### config.mk
export PLATFORM = sky130hd
export DESIGN_NAME = vectorAccum
export DESIGN_NICKNAME = d
export VERILOG_FILES = /design/src/hw/accumPkg.sv /design/src/hw/halfFloatPkg.sv /design/src/hw/vectorAccum.sv /design/src/hw/accumController.sv /design/src/hw/fpAddPipe.sv /design/src/hw/fpAddRound.sv /design/src/hw/fpAddNormalize.sv /design/src/hw/fpAddAlign.sv
export SDC_FILE = /design/constraint.sdc
export NUM_CORES = 1
export LEC_CHECK = 0
export ABC_AREA = 1
export BUFFER_PORTS_ARGS = -buffer_cell sky130_fd_sc_hd__buf_2
export CAP_MARGIN = 20
export CORE_MARGIN = 1.5
export CORE_UTILIZATION = 30
export DETAILED_ROUTE_END_ITERATION = 7
export PLACE_DENSITY = 0.49
export SYNTH_ARGS = -nofsm -noshare
export SYNTH_HDL_FRONTEND = slang
export SYNTH_SLANG_ARGS = --single-unit
### constraint.sdc
create_clock -name ap_clk -period 5.4 [get_ports ap_clk]
set_input_delay 1.08 -clock ap_clk [delete_from_list [all_inputs] [get_ports ap_clk]]
set_output_delay 1.08 -clock ap_clk [all_outputs]
set_load 0.03 [all_outputs]
### src/hw/accumPkg.sv
package accumPkg;

	localparam int AddLatency = 4; // fpAddPipe, operands in to sum out
	localparam int ElemCycles = AddLatency + 2; // Fetch and latch come first
	localparam int AddrWidth = 4; // Index has to reach NumElems itself
	localparam int WaitWidth = $clog2(AddLatency);

	// Synchronous read port, data one cycle after ce
	typedef struct packed {
		logic [AddrWidth-1:0] addr;
		logic ce;
	} memReqT;

	// One-hot controller states
	typedef enum logic [3:0] {
		StIdle = 4'b0001,
		StFetch = 4'b0010, // Issue read, or end the run
		StLatch = 4'b0100, // Capture memData
		StWait = 4'b1000 // Adder in flight
	} stateT;

endpackage

### src/hw/halfFloatPkg.sv
package halfFloatPkg;

	// binary16 field widths
	localparam int ExpWidth = 5;
	localparam int ManWidth = 10;
	localparam int ExpBias = 15;
	localparam int GrsWidth = 3; // Guard, round, sticky

	localparam int SigWidth = ManWidth + 1; // Fraction with hidden bit
	localparam int RawWidth = SigWidth + GrsWidth + 1; // Plus carry out of the add
	localparam int ExpMax = 2 * ExpBias + 1; // All ones, infinity

	typedef struct packed {
		logic sign;
		logic [ExpWidth-1:0] exp;
		logic [ManWidth-1:0] frac;
	} halfT;

	// Align stage output
	typedef struct packed {
		logic sign; // Sign of the larger operand
		logic effSub; // Signs differ
		logic [ExpWidth-1:0] exp; // Common exponent
		logic [SigWidth-1:0] bigSig;
		logic [SigWidth+GrsWidth-1:0] smallSig; // Shifted, sticky in the LSB
	} alignedT;

	// Execute stage output
	typedef struct packed {
		logic sign;
		logic [ExpWidth-1:0] exp;
		logic [RawWidth-1:0] raw; // Carry, hidden, fraction, GRS
	} sumT;

	// Normalize stage output
	typedef struct packed {
		logic sign;
		logic [ExpWidth:0] exp; // MSB set means underflow
		logic [ManWidth-1:0] frac;
		logic guard;
		logic round;
		logic sticky;
		logic zero;
	} normT;

endpackage
### src/hw/vectorAccum.sv
`timescale 1ns/1ps

module vectorAccum #(
	parameter int NumElems = 8 // Words per run, 1 to 15
) (
	input logic ap_clk,
	input logic ap_rst,
	input logic apStart,
	input logic apContinue,
	output logic apDone,
	output logic apIdle,
	output logic apReady,
	output accumPkg::memReqT memReq,
	input halfFloatPkg::halfT memData,
	output halfFloatPkg::halfT result,
	output logic resultValid
);
	halfFloatPkg::halfT opA; // Running sum
	halfFloatPkg::halfT opB; // Latched word
	halfFloatPkg::halfT addSum;

	accumController #(
		.NumElems(NumElems)
	) ctrl (
		.ap_clk(ap_clk),
		.ap_rst(ap_rst),
		.apStart(apStart),
		.apContinue(apContinue),
		.apDone(apDone),
		.apIdle(apIdle),
		.apReady(apReady),
		.memReq(memReq),
		.memData(memData),
		.addSum(addSum),
		.opA(opA),
		.opB(opB),
		.result(result),
		.resultValid(resultValid)
	);

	// Fixed latency, controller counts the cycles
	fpAddPipe adder (
		.ap_clk(ap_clk),
		.opA(opA),
		.opB(opB),
		.sum(addSum)
	);

endmodule

### src/hw/accumController.sv
`timescale 1ns/1ps

module accumController #(
	parameter int NumElems = 8
) (
	input logic ap_clk,
	input logic ap_rst,
	input logic apStart,
	input logic apContinue,
	output logic apDone,
	output logic apIdle,
	output logic apReady,
	output accumPkg::memReqT memReq,
	input halfFloatPkg::halfT memData,
	input halfFloatPkg::halfT addSum,
	output halfFloatPkg::halfT opA,
	output halfFloatPkg::halfT opB,
	output halfFloatPkg::halfT result,
	output logic resultValid
);
	localparam int AddrW = accumPkg::AddrWidth;
	localparam int WaitW = accumPkg::WaitWidth;

	accumPkg::stateT state;
	logic [AddrW-1:0] idx;
	logic [WaitW-1:0] waitCnt;
	logic donePending; // Held until apContinue
	halfFloatPkg::halfT sumReg;
	halfFloatPkg::halfT opBReg;
	halfFloatPkg::halfT resultReg;
	logic startOk;
	logic inFetch;
	logic lastIdx;
	logic endRun;

	// No new run while an old done is unacknowledged
	assign startOk = (state == accumPkg::StIdle) && apStart && !donePending;
	assign inFetch = state == accumPkg::StFetch;
	assign lastIdx = idx == AddrW'(NumElems);
	assign endRun = inFetch && lastIdx;

	always_ff @(posedge ap_clk) begin
		if (ap_rst) begin
			state <= accumPkg::StIdle;
			idx <= '0;
			waitCnt <= '0;
		end else begin
			case (state)
				accumPkg::StIdle: begin
					if (startOk) begin
						state <= accumPkg::StFetch;
						idx <= '0;
					end
				end
				accumPkg::StFetch: state <= endRun ? accumPkg::StIdle : accumPkg::StLatch;
				accumPkg::StLatch: begin
					state <= accumPkg::StWait;
					waitCnt <= '0;
				end
				accumPkg::StWait: begin
					if (waitCnt == WaitW'(accumPkg::AddLatency - 1)) begin
						state <= accumPkg::StFetch;
						idx <= idx + 1'b1; // Next fetch reads the next word
					end else begin
						waitCnt <= waitCnt + 1'b1;
					end
				end
				default: state <= accumPkg::StIdle;
			endcase
		end
	end

	always_ff @(posedge ap_clk) begin
		if (ap_rst) begin
			donePending <= 1'b0;
			resultReg <= '0;
		end else begin
			if (apContinue) begin
				donePending <= 1'b0;
			end else if (endRun) begin
				donePending <= 1'b1;
			end
			if (endRun) begin
				resultReg <= addSum;
			end
		end
	end

	// Previous element's sum lands on addSum in the next fetch
	// Index 0 has nothing in flight, the sum is still the cleared +0
	always_ff @(posedge ap_clk) begin
		if (startOk) begin
			sumReg <= '0;
		end else if (inFetch && idx != '0) begin
			sumReg <= addSum;
		end
		if (state == accumPkg::StLatch) begin
			opBReg <= memData; // Read data valid one cycle after ce
		end
	end

	always_comb begin
		memReq.addr = idx;
		memReq.ce = inFetch && !lastIdx; // No read past the last word
	end

	assign opA = sumReg;
	assign opB = opBReg;

	assign apDone = endRun || donePending;
	assign apReady = endRun;
	assign resultValid = endRun;
	assign apIdle = (state == accumPkg::StIdle) && !apStart;
	assign result = endRun ? addSum : resultReg; // Final sum straight from the adder

endmodule

### src/hw/fpAddPipe.sv
`timescale 1ns/1ps

module fpAddPipe (
	input logic ap_clk,
	input halfFloatPkg::halfT opA,
	input halfFloatPkg::halfT opB,
	output halfFloatPkg::halfT sum
);
	halfFloatPkg::alignedT aligned;
	halfFloatPkg::normT norm;

	// Stage 1
	fpAddAlign alignStage (
		.ap_clk(ap_clk),
		.opA(opA),
		.opB(opB),
		.aligned(aligned)
	);

	// Stages 2 and 3, add then normalize
	fpAddNormalize normStage (
		.ap_clk(ap_clk),
		.aligned(aligned),
		.norm(norm)
	);

	// Stage 4
	fpAddRound roundStage (
		.ap_clk(ap_clk),
		.norm(norm),
		.result(sum)
	);

endmodule

### src/hw/fpAddRound.sv
`timescale 1ns/1ps

module fpAddRound (
	input logic ap_clk,
	input halfFloatPkg::normT norm,
	output halfFloatPkg::halfT result
);
	localparam int ExpW = halfFloatPkg::ExpWidth;
	localparam int ManW = halfFloatPkg::ManWidth;
	localparam int ExpWideW = ExpW + 1;
	localparam int ExpMax = halfFloatPkg::ExpMax;

	halfFloatPkg::halfT resultNext;
	logic roundUp;
	logic roundOf;
	logic [ManW:0] fracUp;
	logic [ManW-1:0] fracOut;
	logic [ExpWideW-1:0] expOut;

	// Nearest, ties to even
	assign roundUp = norm.guard & (norm.round | norm.sticky | norm.frac[0]);
	assign fracUp = {1'b0, norm.frac} + 1'b1;
	assign roundOf = roundUp & fracUp[ManW]; // 1.11..1 rounds up to 10.0
	assign fracOut = roundUp ? fracUp[ManW-1:0] : norm.frac; // Zero on overflow
	assign expOut = norm.exp + ExpWideW'(roundOf);

	always_comb begin
		resultNext.sign = norm.sign;
		resultNext.exp = expOut[ExpW-1:0];
		resultNext.frac = fracOut;
		if (norm.zero) begin
			resultNext = '0; // Always +0
		end else if (expOut >= ExpWideW'(ExpMax)) begin
			resultNext.exp = ExpW'(ExpMax); // Saturate to infinity
			resultNext.frac = '0;
		end
	end

	always_ff @(posedge ap_clk) begin
		result <= resultNext;
	end

endmodule

### src/hw/fpAddNormalize.sv
`timescale 1ns/1ps

module fpAddNormalize (
	input logic ap_clk,
	input halfFloatPkg::alignedT aligned,
	output halfFloatPkg::normT norm
);
	localparam int ExpW = halfFloatPkg::ExpWidth;
	localparam int ManW = halfFloatPkg::ManWidth;
	localparam int GrsW = halfFloatPkg::GrsWidth;
	localparam int RawW = halfFloatPkg::RawWidth;
	localparam int BodyW = RawW - 1; // Raw sum below the carry bit
	localparam int LzW = $clog2(BodyW);
	localparam int ExpWideW = ExpW + 1;

	halfFloatPkg::sumT sumNext;
	halfFloatPkg::sumT sumQ;
	halfFloatPkg::normT normNext;
	logic [RawW-1:0] bigExt;
	logic [RawW-1:0] smallExt;
	logic [BodyW-1:0] body;
	logic [BodyW-1:0] bodyShl;
	logic [LzW-1:0] lz;
	logic [ExpWideW-1:0] expWide;

	// Execute stage
	assign bigExt = {1'b0, aligned.bigSig, {GrsW{1'b0}}};
	assign smallExt = {1'b0, aligned.smallSig};

	always_comb begin
		sumNext.sign = aligned.sign;
		sumNext.exp = aligned.exp;
		// Larger minus smaller, so no borrow out
		sumNext.raw = aligned.effSub ? bigExt - smallExt : bigExt + smallExt;
	end

	always_ff @(posedge ap_clk) begin
		sumQ <= sumNext;
	end

	// Normalize stage
	assign body = sumQ.raw[BodyW-1:0];

	// Leading zero count, highest set bit wins
	always_comb begin
		lz = '0;
		for (int i = 0; i < BodyW; i++) begin
			if (body[i]) begin
				lz = LzW'(BodyW - 1 - i);
			end
		end
	end

	assign bodyShl = body << lz;

	always_comb begin
		normNext.sign = sumQ.sign;
		if (sumQ.raw[RawW-1]) begin
			// Carry out, one step right
			expWide = {1'b0, sumQ.exp} + 1'b1;
			normNext.frac = sumQ.raw[RawW-2 -: ManW];
			normNext.guard = sumQ.raw[GrsW];
			normNext.round = sumQ.raw[GrsW-1];
			normNext.sticky = |sumQ.raw[GrsW-2:0];
		end else begin
			// Left shift, sticky moves up into round
			expWide = {1'b0, sumQ.exp} - ExpWideW'(lz);
			normNext.frac = bodyShl[BodyW-2 -: ManW];
			normNext.guard = bodyShl[GrsW-1];
			normNext.round = bodyShl[GrsW-2];
			normNext.sticky = bodyShl[GrsW-3];
		end
		normNext.exp = expWide;
		// Exact cancellation, or too small for a normal number
		normNext.zero = ~|sumQ.raw | expWide[ExpW] | ~|expWide;
	end

	always_ff @(posedge ap_clk) begin
		norm <= normNext;
	end

endmodule

### src/hw/fpAddAlign.sv
`timescale 1ns/1ps

module fpAddAlign (
	input logic ap_clk,
	input halfFloatPkg::halfT opA,
	input halfFloatPkg::halfT opB,
	output halfFloatPkg::alignedT aligned
);
	localparam int ExpW = halfFloatPkg::ExpWidth;
	localparam int GrsW = halfFloatPkg::GrsWidth;
	localparam int SmallW = halfFloatPkg::SigWidth + GrsW;

	halfFloatPkg::halfT bigOp;
	halfFloatPkg::halfT smallOp;
	halfFloatPkg::alignedT alignNext;
	logic aBig;
	logic [ExpW-1:0] expDiff;
	logic [SmallW-1:0] smallExt;
	logic [SmallW-1:0] shifted;
	logic [SmallW-1:0] lostMask;
	logic sticky;

	// Magnitude only, sign bit left out
	assign aBig = {opA.exp, opA.frac} >= {opB.exp, opB.frac};
	assign bigOp = aBig ? opA : opB;
	assign smallOp = aBig ? opB : opA;
	assign expDiff = bigOp.exp - smallOp.exp; // Never negative here

	// Hidden bit from a nonzero exponent
	// +0 then enters as all zeros
	assign smallExt = {|smallOp.exp, smallOp.frac, {GrsW{1'b0}}};

	assign shifted = smallExt >> expDiff; // Zero once expDiff passes the width
	assign lostMask = ~({SmallW{1'b1}} << expDiff); // Bits that fall off the right
	assign sticky = |(smallExt & lostMask);

	always_comb begin
		alignNext.sign = bigOp.sign; // Equal magnitudes give zero, fixed up later
		alignNext.effSub = opA.sign ^ opB.sign;
		alignNext.exp = bigOp.exp;
		alignNext.bigSig = {|bigOp.exp, bigOp.frac};
		// Everything shifted out folds into the sticky position
		alignNext.smallSig = {shifted[SmallW-1:1], shifted[0] | sticky};
	end

	always_ff @(posedge ap_clk) begin
		aligned <= alignNext;
	end

endmodule

==> summary.md, run 1 <==
| Metric | Value |
|---|---|
| CP startpoint | `ctrl.opB[10]` |
| Seq/Total Area, Yosys | `0.383` |
| Unrepaired setup endpoints after global routing | `false` |
| Hold WC Path Type | `flip-flop to flip-flop` |
| Post_cts resized | `0` |
| Aggregate global-route resource usage | `0.152` |
| FF+latch count, synth | `149` |
| Root Driver | `clkbuf_16` |
| Yosys top cell by area | `dfxtp_1` |
| Routed vias | `7,241` |
| Tcrit/Tclk final | `0.724` |
| Most area-consuming cells after synthesis | `dfxtp_1 32%, nand2_1 11%, ha_1 7.8%` |
| Width of the die | `168 um` |
| Synth warn | `0` |
| Final Hold Viols | `0` |
| Most common flop cell mapped by yosys | `dfxtp_1` |
| Worst skew pair latency | `430 ps` |
| Drt pass-1 iters | `5` |
| Mapped Nets | `1,228` |
| DRC viols | `0` |
| Final Core Density | `0.345` |
| Startpoint types | `flip-flop` |
| Synthesized instance count | `1,155` |
| Outcome | `complete, no violations` |
| Worst setup margin | `1490 ps` |
| Placed Instances | `1,511` |
| Share of flip-flops with an asynchronous set or reset | `0` |
| Setup bufs post-CTS | `0` |
| WL/cell | `13.8 um` |
| Largest net degree at the start of global routing | `46` |
| Worst Path Required | `5710 ps` |
| Num rows | `60` |
| Max-cap violations | `0` |
| GR Overflow Total | `0` |
| Final instance area | `9280 um^2` |
| Hold wc startpoint | `adder.alignStage.aligned[29]` |
| CTS tree | `built` |
| Post-DP HPWL | `16.9 mm` |
| Cell area power density | `270 nW/um^2` |
| CTS H-tree lvls | `4` |
| Most common cell after layout, fill and taps aside | `nand2_1` |
| Synth unique cells | `42` |
| Max transition margin | `0.327` |
| Drt total wl | `21.3 mm` |
| Max VDD drop | `168 uV` |
| DRT antenna net count | `0` |
| GPL Wtd Cong | `0.943` |
| First-pass GRT wire length | `33.9 mm` |
| Pleak | `4.69 nW` |
| Iter 0 DRT Violations | `470` |
| CP Max Fanout | `45` |
| Die height | `168 um` |
| Ports | `45` |
| Vias in the first global route | `6,630` |
| Die ar. | `28,300 um^2` |
| Core area | `26,900 um^2` |
| Setup TNS | `0 ps` |
| Min Tclk post-route | `3910 ps` |
| Diodes inserted | `0` |
| Longest Clk Path Bufs | `2` |
| CP Class | `flip-flop to flip-flop` |
| Average size of a mapped cell | `7.10 um^2` |
| CP arrival | `4220 ps` |
| Number of enable flip-flop cells after synthesis | `16` |
| Internal reg-to-reg setup slack | `1490 ps` |
| Count of final setup violators | `0` |
| Placed Area | `8730 um^2` |
| Dpl ws | `1530 ps` |
| Clock skew | `14.0 ps` |
| Initial antenna violation count | `0` |
| Synth Cell Area | `8200 um^2` |
| Non-filler instance count after layout | `1,543` |
| Fin. max-slew vios | `0` |
| Number of port buffers | `44` |
| Origin of the critical flop-to-flop path | `ctrl.opB[10]` |
| Area Growth Syn to Fin | `13.2%` |
| Share of the synthesized area in the top cell type | `0.325` |
| # clock sinks | `149` |
| Worst-Margin Slew | `1010 ps` |
| Clock transition at path regs | `70 ps` |
| Share of cells above drive strength 1 | `0.104` |
| CTS Buf Count | `17` |
| Starting density of the core | `0.305` |
| Peak Freq | `0.256 GHz` |
| Worst setup EP type | `flip-flop` |
| Nets@finish | `1,262` |
| Via-per-instance ratio | `4.69` |
| Hold buffers post-CTS | `0` |
| Commonest non-fill, non-tap cells in the layout | `240 x nand2_1, 170 x inv_1, 133 x dfxtp_1` |
==> final timing paths <==
check / end / cells past startpoint
setup / recovery: adder.alignStage.aligned[0] / 22
hold reg to reg: adder.normStage.sumQ[19] / 0
setup reg to reg: adder.alignStage.aligned[0] / 22
hold / removal: adder.normStage.sumQ[19] / 0
==> layout make-up <==
class,count,area (um^2)
Fill cell,2851,17600
Multi-Input combinational cell,800,4260
Sequential cell,149,3140
Timing Repair Buffer,48,250
Tap cell,341,427
Clock inverter,13,114
Clock buffer,19,443
Inverter,173,649
==> flip-flops by register name, summed over array words and instances, names as in the netlist, 6 cells and up <==
name,count
adder.alignStage.aligned,32
adder.normStage.body,14
adder.normStage.norm,21
adder.normStage.sumQ,6
adder.roundStage.result,16
ctrl.opA,16
ctrl.opB,16
ctrl.resultReg,16
==> power by group <==
part	switching, mW	internal, mW	total (mW)
Sequential	0.0308	1.16	1.19
Combinational	0.133	0.0591	0.192
Clock	0.508	0.616	1.12
Total	0.671	1.83	2.50
==> critical path, cell delays in order, from the launching register on <==
cell and delay (ps):
edfxtp_1 350, inv_1 70, ha_1 560, nand2_1 130, nor2_1 150, nand2_2 90
inv_2 70, nand2_4 70, nand3_2 120, buf_4 380, nand2_1 90, nand2_1 110
nand2_2 70, ha_1 600, inv_1 290, nand3_1 180, nand2_1 60, nand2_1 60
nand2_1 50, nand3_1 70, nand3_1 80, nor2_1 80, nand3_1 60
==> routing by layer <==
metal,part of all wire,GRT usage,wire length (um)
met2,0.45,0.248,9580
met4,0.018,0.0427,393
met3,0.039,0.0273,825
met1,0.49,0.206,10500
met5,0,0,0
==> stage by stage <==
step	power, mW	hold WS, ps
CTS	2.53	327
finish	2.50	327
global placement	1.40	313
detailed placement	1.40	313
floorplan	1.33	310
global route	2.61	334
==> kinds of logic (layout without fill, tap and decap cells) <==
group,Yosys count,after routing,synth area share
and+or+nand+nor,526,526,0.279
buffers and inverters,206,253,0.0980
AOI/OAI and AO/OA,191,191,0.125
DFF,149,149,0.383
adders and majority gates,53,53,0.0827
xor gates and xnor gates,28,28,0.0299
muxes,2,2,0.00244
==> cell usage after synthesis (5+ instances only) <==
cell,n
nor2_1,125
o21ai_1,11
ha_1,51
clkbuf_1,26
o21ai_0,102
or2_2,21
edfxtp_1,16
dfxtp_1,133
nor3_1,13
nand4_1,8
nand2_2,12
xor2_1,23
o211ai_1,7
a31oi_1,5
inv_1,170
nand2_1,240
a21oi_1,49
nand3_1,85
xnor2_1,5
Note: power is estimated with default switching activity, not from simulation.
==> inputs of run 2 (changes only) <==
--- a/config.mk
+++ b/config.mk
@@ -11,7 +11,7 @@
 export CORE_MARGIN = 1.5
 export CORE_UTILIZATION = 30
 export DETAILED_ROUTE_END_ITERATION = 7
-export PLACE_DENSITY = 0.49
+export PLACE_DENSITY = 0.51
 export SYNTH_ARGS = -nofsm -noshare
 export SYNTH_HDL_FRONTEND = slang
 export SYNTH_SLANG_ARGS = --single-unit
==> constraint.sdc (replaced) <==
create_clock -name ap_clk -period 3.5 [get_ports ap_clk]
set_input_delay 0.7 -clock ap_clk [delete_from_list [all_inputs] [get_ports ap_clk]]
set_output_delay 0.7 -clock ap_clk [all_outputs]
set_load 0.03 [all_outputs]
==> run 2 against run 1 <==
Net effect:
- maximum frequency rose by 25%
- flip-flop and latch count did not move
- global-route usage rose by 0.14 points
- cell count rose by 0.65%
- power rose by 53%
- non-clock buffer count rose by 12
- clock power rose by 52%
- sequential power rose by 54%
- largest power group unchanged
==> summary.md, run 2 (synthesis gave the netlist of run 1 again) <==
| Metric | Value |
|---|---|
| Worst setup margin | `368 ps (-1120 ps)` |
| CP Class | `flip-flop to flip-flop` |
| Max reg flops | `32 (unchanged)` |
| CP Max Fanout | `30 (-33%)` |
| Dpl ws | `344 ps (-1180 ps)` |
| Root Driver | `clkbuf_16` |
| Worst setup EP type | `flip-flop` |
| Area Growth Syn to Fin | `14.3%` |
| CTS tree | `built` |
| Max VDD drop | `209 uV (+25%)` |
| Drt total wl | `21.4 mm (+0.36%)` |
| Worst Path Required | `3790 ps (-1920 ps)` |
| Initial antenna violation count | `0 (unchanged)` |
| Storage cell area | `3140 um^2 (unchanged)` |
| Max transition margin | `0.653 (+0.326)` |
| Unrepaired setup endpoints after global routing | `false` |
| Count of final setup violators | `0 (unchanged)` |
| Via-per-instance ratio | `4.60 (-1.9%)` |
| Internal reg-to-reg setup slack | `370 ps (-1120 ps)` |
| Origin of the critical flop-to-flop path | `ctrl.opB[12]` |
| CTS Buf Count | `17 (unchanged)` |
| Max-cap violations | `0 (unchanged)` |
| Setup TNS | `0 ps (unchanged)` |
| Clock transition at path regs | `60 ps (about the same)` |
| Core area | `26,900 um^2 (unchanged)` |
| Die height | `168 um (unchanged)` |
| Reg-to-Reg End | `adder.alignStage.aligned[3]` |
| CP arrival | `3430 ps (-790 ps)` |
| Startpoint types | `flip-flop` |
| Share of cells above drive strength 1 | `0.114 (+0.00987)` |
| Longest Clk Path Bufs | `2 (unchanged)` |
| CP cell instances | `inv_1 -> ha_1 -> nand2_1 -> nor2_2 -> nand2_2 -> nor2_1 -> nor2_1 -> nand3_2 -> buf_4 -> inv_2 -> o21ai_0 -> inv_1 -> o21ai_1 -> nand2_1 -> o21ai_0 -> nand2_1 -> o211ai_1 -> a21oi_1` |
| Largest register by flop count | `adder.alignStage.aligned` |
| Diodes inserted | `0 (unchanged)` |
| Slowest stage cell, crit path | `ha_1` |
| WL/cell | `13.8 um (-0.29%)` |
| Tcrit/Tclk final | `0.895 (+0.171)` |
| DRC viols | `0 (unchanged)` |
| Clock skew | `8.16 ps (-5.79 ps)` |
| Worst path most repeated cell | `nand2_1` |
| Starting density of the core | `0.305 (unchanged)` |
| Fin. max-slew vios | `0 (unchanged)` |
| Worst-Margin Slew | `520 ps (-485 ps)` |
| Multi-input logic area | `4270 um^2 (+0.24%)` |
| Final Hold Viols | `0 (unchanged)` |
| Num rows | `60 (unchanged)` |
| First-pass GRT wire length | `34.1 mm (+0.77%)` |
| Aggregate global-route resource usage | `0.154 (+0.00144)` |
| Outcome | `complete, no violations` |
| Hold Path Depth | `0 (unchanged)` |
| Iter 0 DRT Violations | `446 (-5.1%)` |
| R2R depth | `18 (-18%)` |
| Width of the die | `168 um (unchanged)` |
| WHS Endpoint | `adder.normStage.sumQ[19]` |
| Slowest cell delay on critical path | `410 ps (-190 ps)` |
| DRT antenna net count | `0 (unchanged)` |
| Pleak | `4.74 nW (+1.1%)` |
| CTS H-tree lvls | `4 (unchanged)` |
| Drt pass-1 iters | `7 (+2)` |
| GR Overflow Total | `0 (unchanged)` |
| Nets@finish | `1,274 (+0.95%)` |
| Number of port buffers | `44 (unchanged)` |
| Min Tclk post-route | `3130 ps (-777 ps)` |
| Hold buffers post-CTS | `0 (unchanged)` |
| Routed vias | `7,146 (-1.3%)` |
| GPL Wtd Cong | `0.932 (-1.2%)` |
| Vias in the first global route | `6,655 (+0.38%)` |
| Hold wc startpoint | `adder.alignStage.aligned[29]` |
| Cell area power density | `409 nW/um^2 (+52%)` |
| Most common cell after layout, fill and taps aside | `nand2_1` |
| Post-DP HPWL | `16.9 mm (about the same)` |
| Die ar. | `28,300 um^2 (unchanged)` |
| Commonest non-fill, non-tap cells in the layout | `240 x nand2_1, 170 x inv_1, 133 x dfxtp_1` |
| Fillers | `2,891 (+1.4%)` |
| Worst skew pair latency | `420 ps (about the same)` |
| Largest net degree at the start of global routing | `31 (-33%)` |
| Hold WC Path Type | `flip-flop to flip-flop` |
| Peak Freq | `0.319 GHz (+25%)` |
| Ports | `45 (unchanged)` |
| # clock sinks | `149 (unchanged)` |
| Regs by FF count | `adder.alignStage.aligned: 32 flops, adder.normStage.norm: 21 flops` |
[run 2: worst max-delay path, delay by kind of cell (launching register included)]
kind            cells  cell delay [ps]
simple gates        8              840
compound gates      5              760
buf+inv             4              630
fa+ha+maj           1              410
flops               1              360
[run 2: worst max-delay path by stage]
| stage | from | to |
|---|---|---|
| after global placement | adder.normStage.body[5] | adder.normStage.norm[0] |
| final | ctrl.opB[12] | adder.alignStage.aligned[3] |
| after CTS | adder.normStage.body[5] | adder.normStage.norm[0] |
| after detailed placement | adder.normStage.body[5] | adder.normStage.norm[0] |
| after floorplan | adder.normStage.body[5] | adder.normStage.norm[0] |
| after global routing | adder.normStage.body[3] | adder.normStage.norm[0] |
[run 2: power by group]
part / internal, mW / total, mW / switching (mW)
registers: 1.78 / 1.83 / 0.0491
clock network: 0.952 / 1.70 / 0.748
logic: 0.0929 / 0.296 / 0.203
[run 2: per-layer routing]
metal,vias up,part of all wire,global-route usage
met5,-,0,0
met4,0,0.014,0.0474
met3,22,0.034,0.0256
met2,127,0.44,0.243
met1,3210,0.51,0.213
li1,3787,-,-
[run 2: what timing repair did]
item | 4_1_cts | 5_1_grt
endpoints found under the setup margin | 0 | 2
hold endpoints to repair | 0 | 0
buffers inserted | 0 | 0
gates resized for setup | 0 | 4
[run 2: through the flow]
stage	cell area [um^2]	util	std cells	hold slack [ps]	power (mW)
6_report	9370	0.349	1553	326	3.83
2_1_floorplan	8200	-	1155	310	2.06
5_1_grt	9370	0.349	1553	334	3.98
4_1_cts	9360	0.348	1553	325	3.88
3_3_place_gp	8820	0.328	1523	310	2.17
3_5_place_dp	8820	0.328	1523	312	2.17
[run 2: area by class of cell]
cell class / count / area share
clock inverter: 11 / 0.0100
multi-input combinational: 800 / 0.455
inverter: 173 / 0.0693
sequential: 149 / 0.335
clock buffer: 19 / 0.0483
tap: 341 / 0.0455
timing repair buffer: 60 / 0.0363
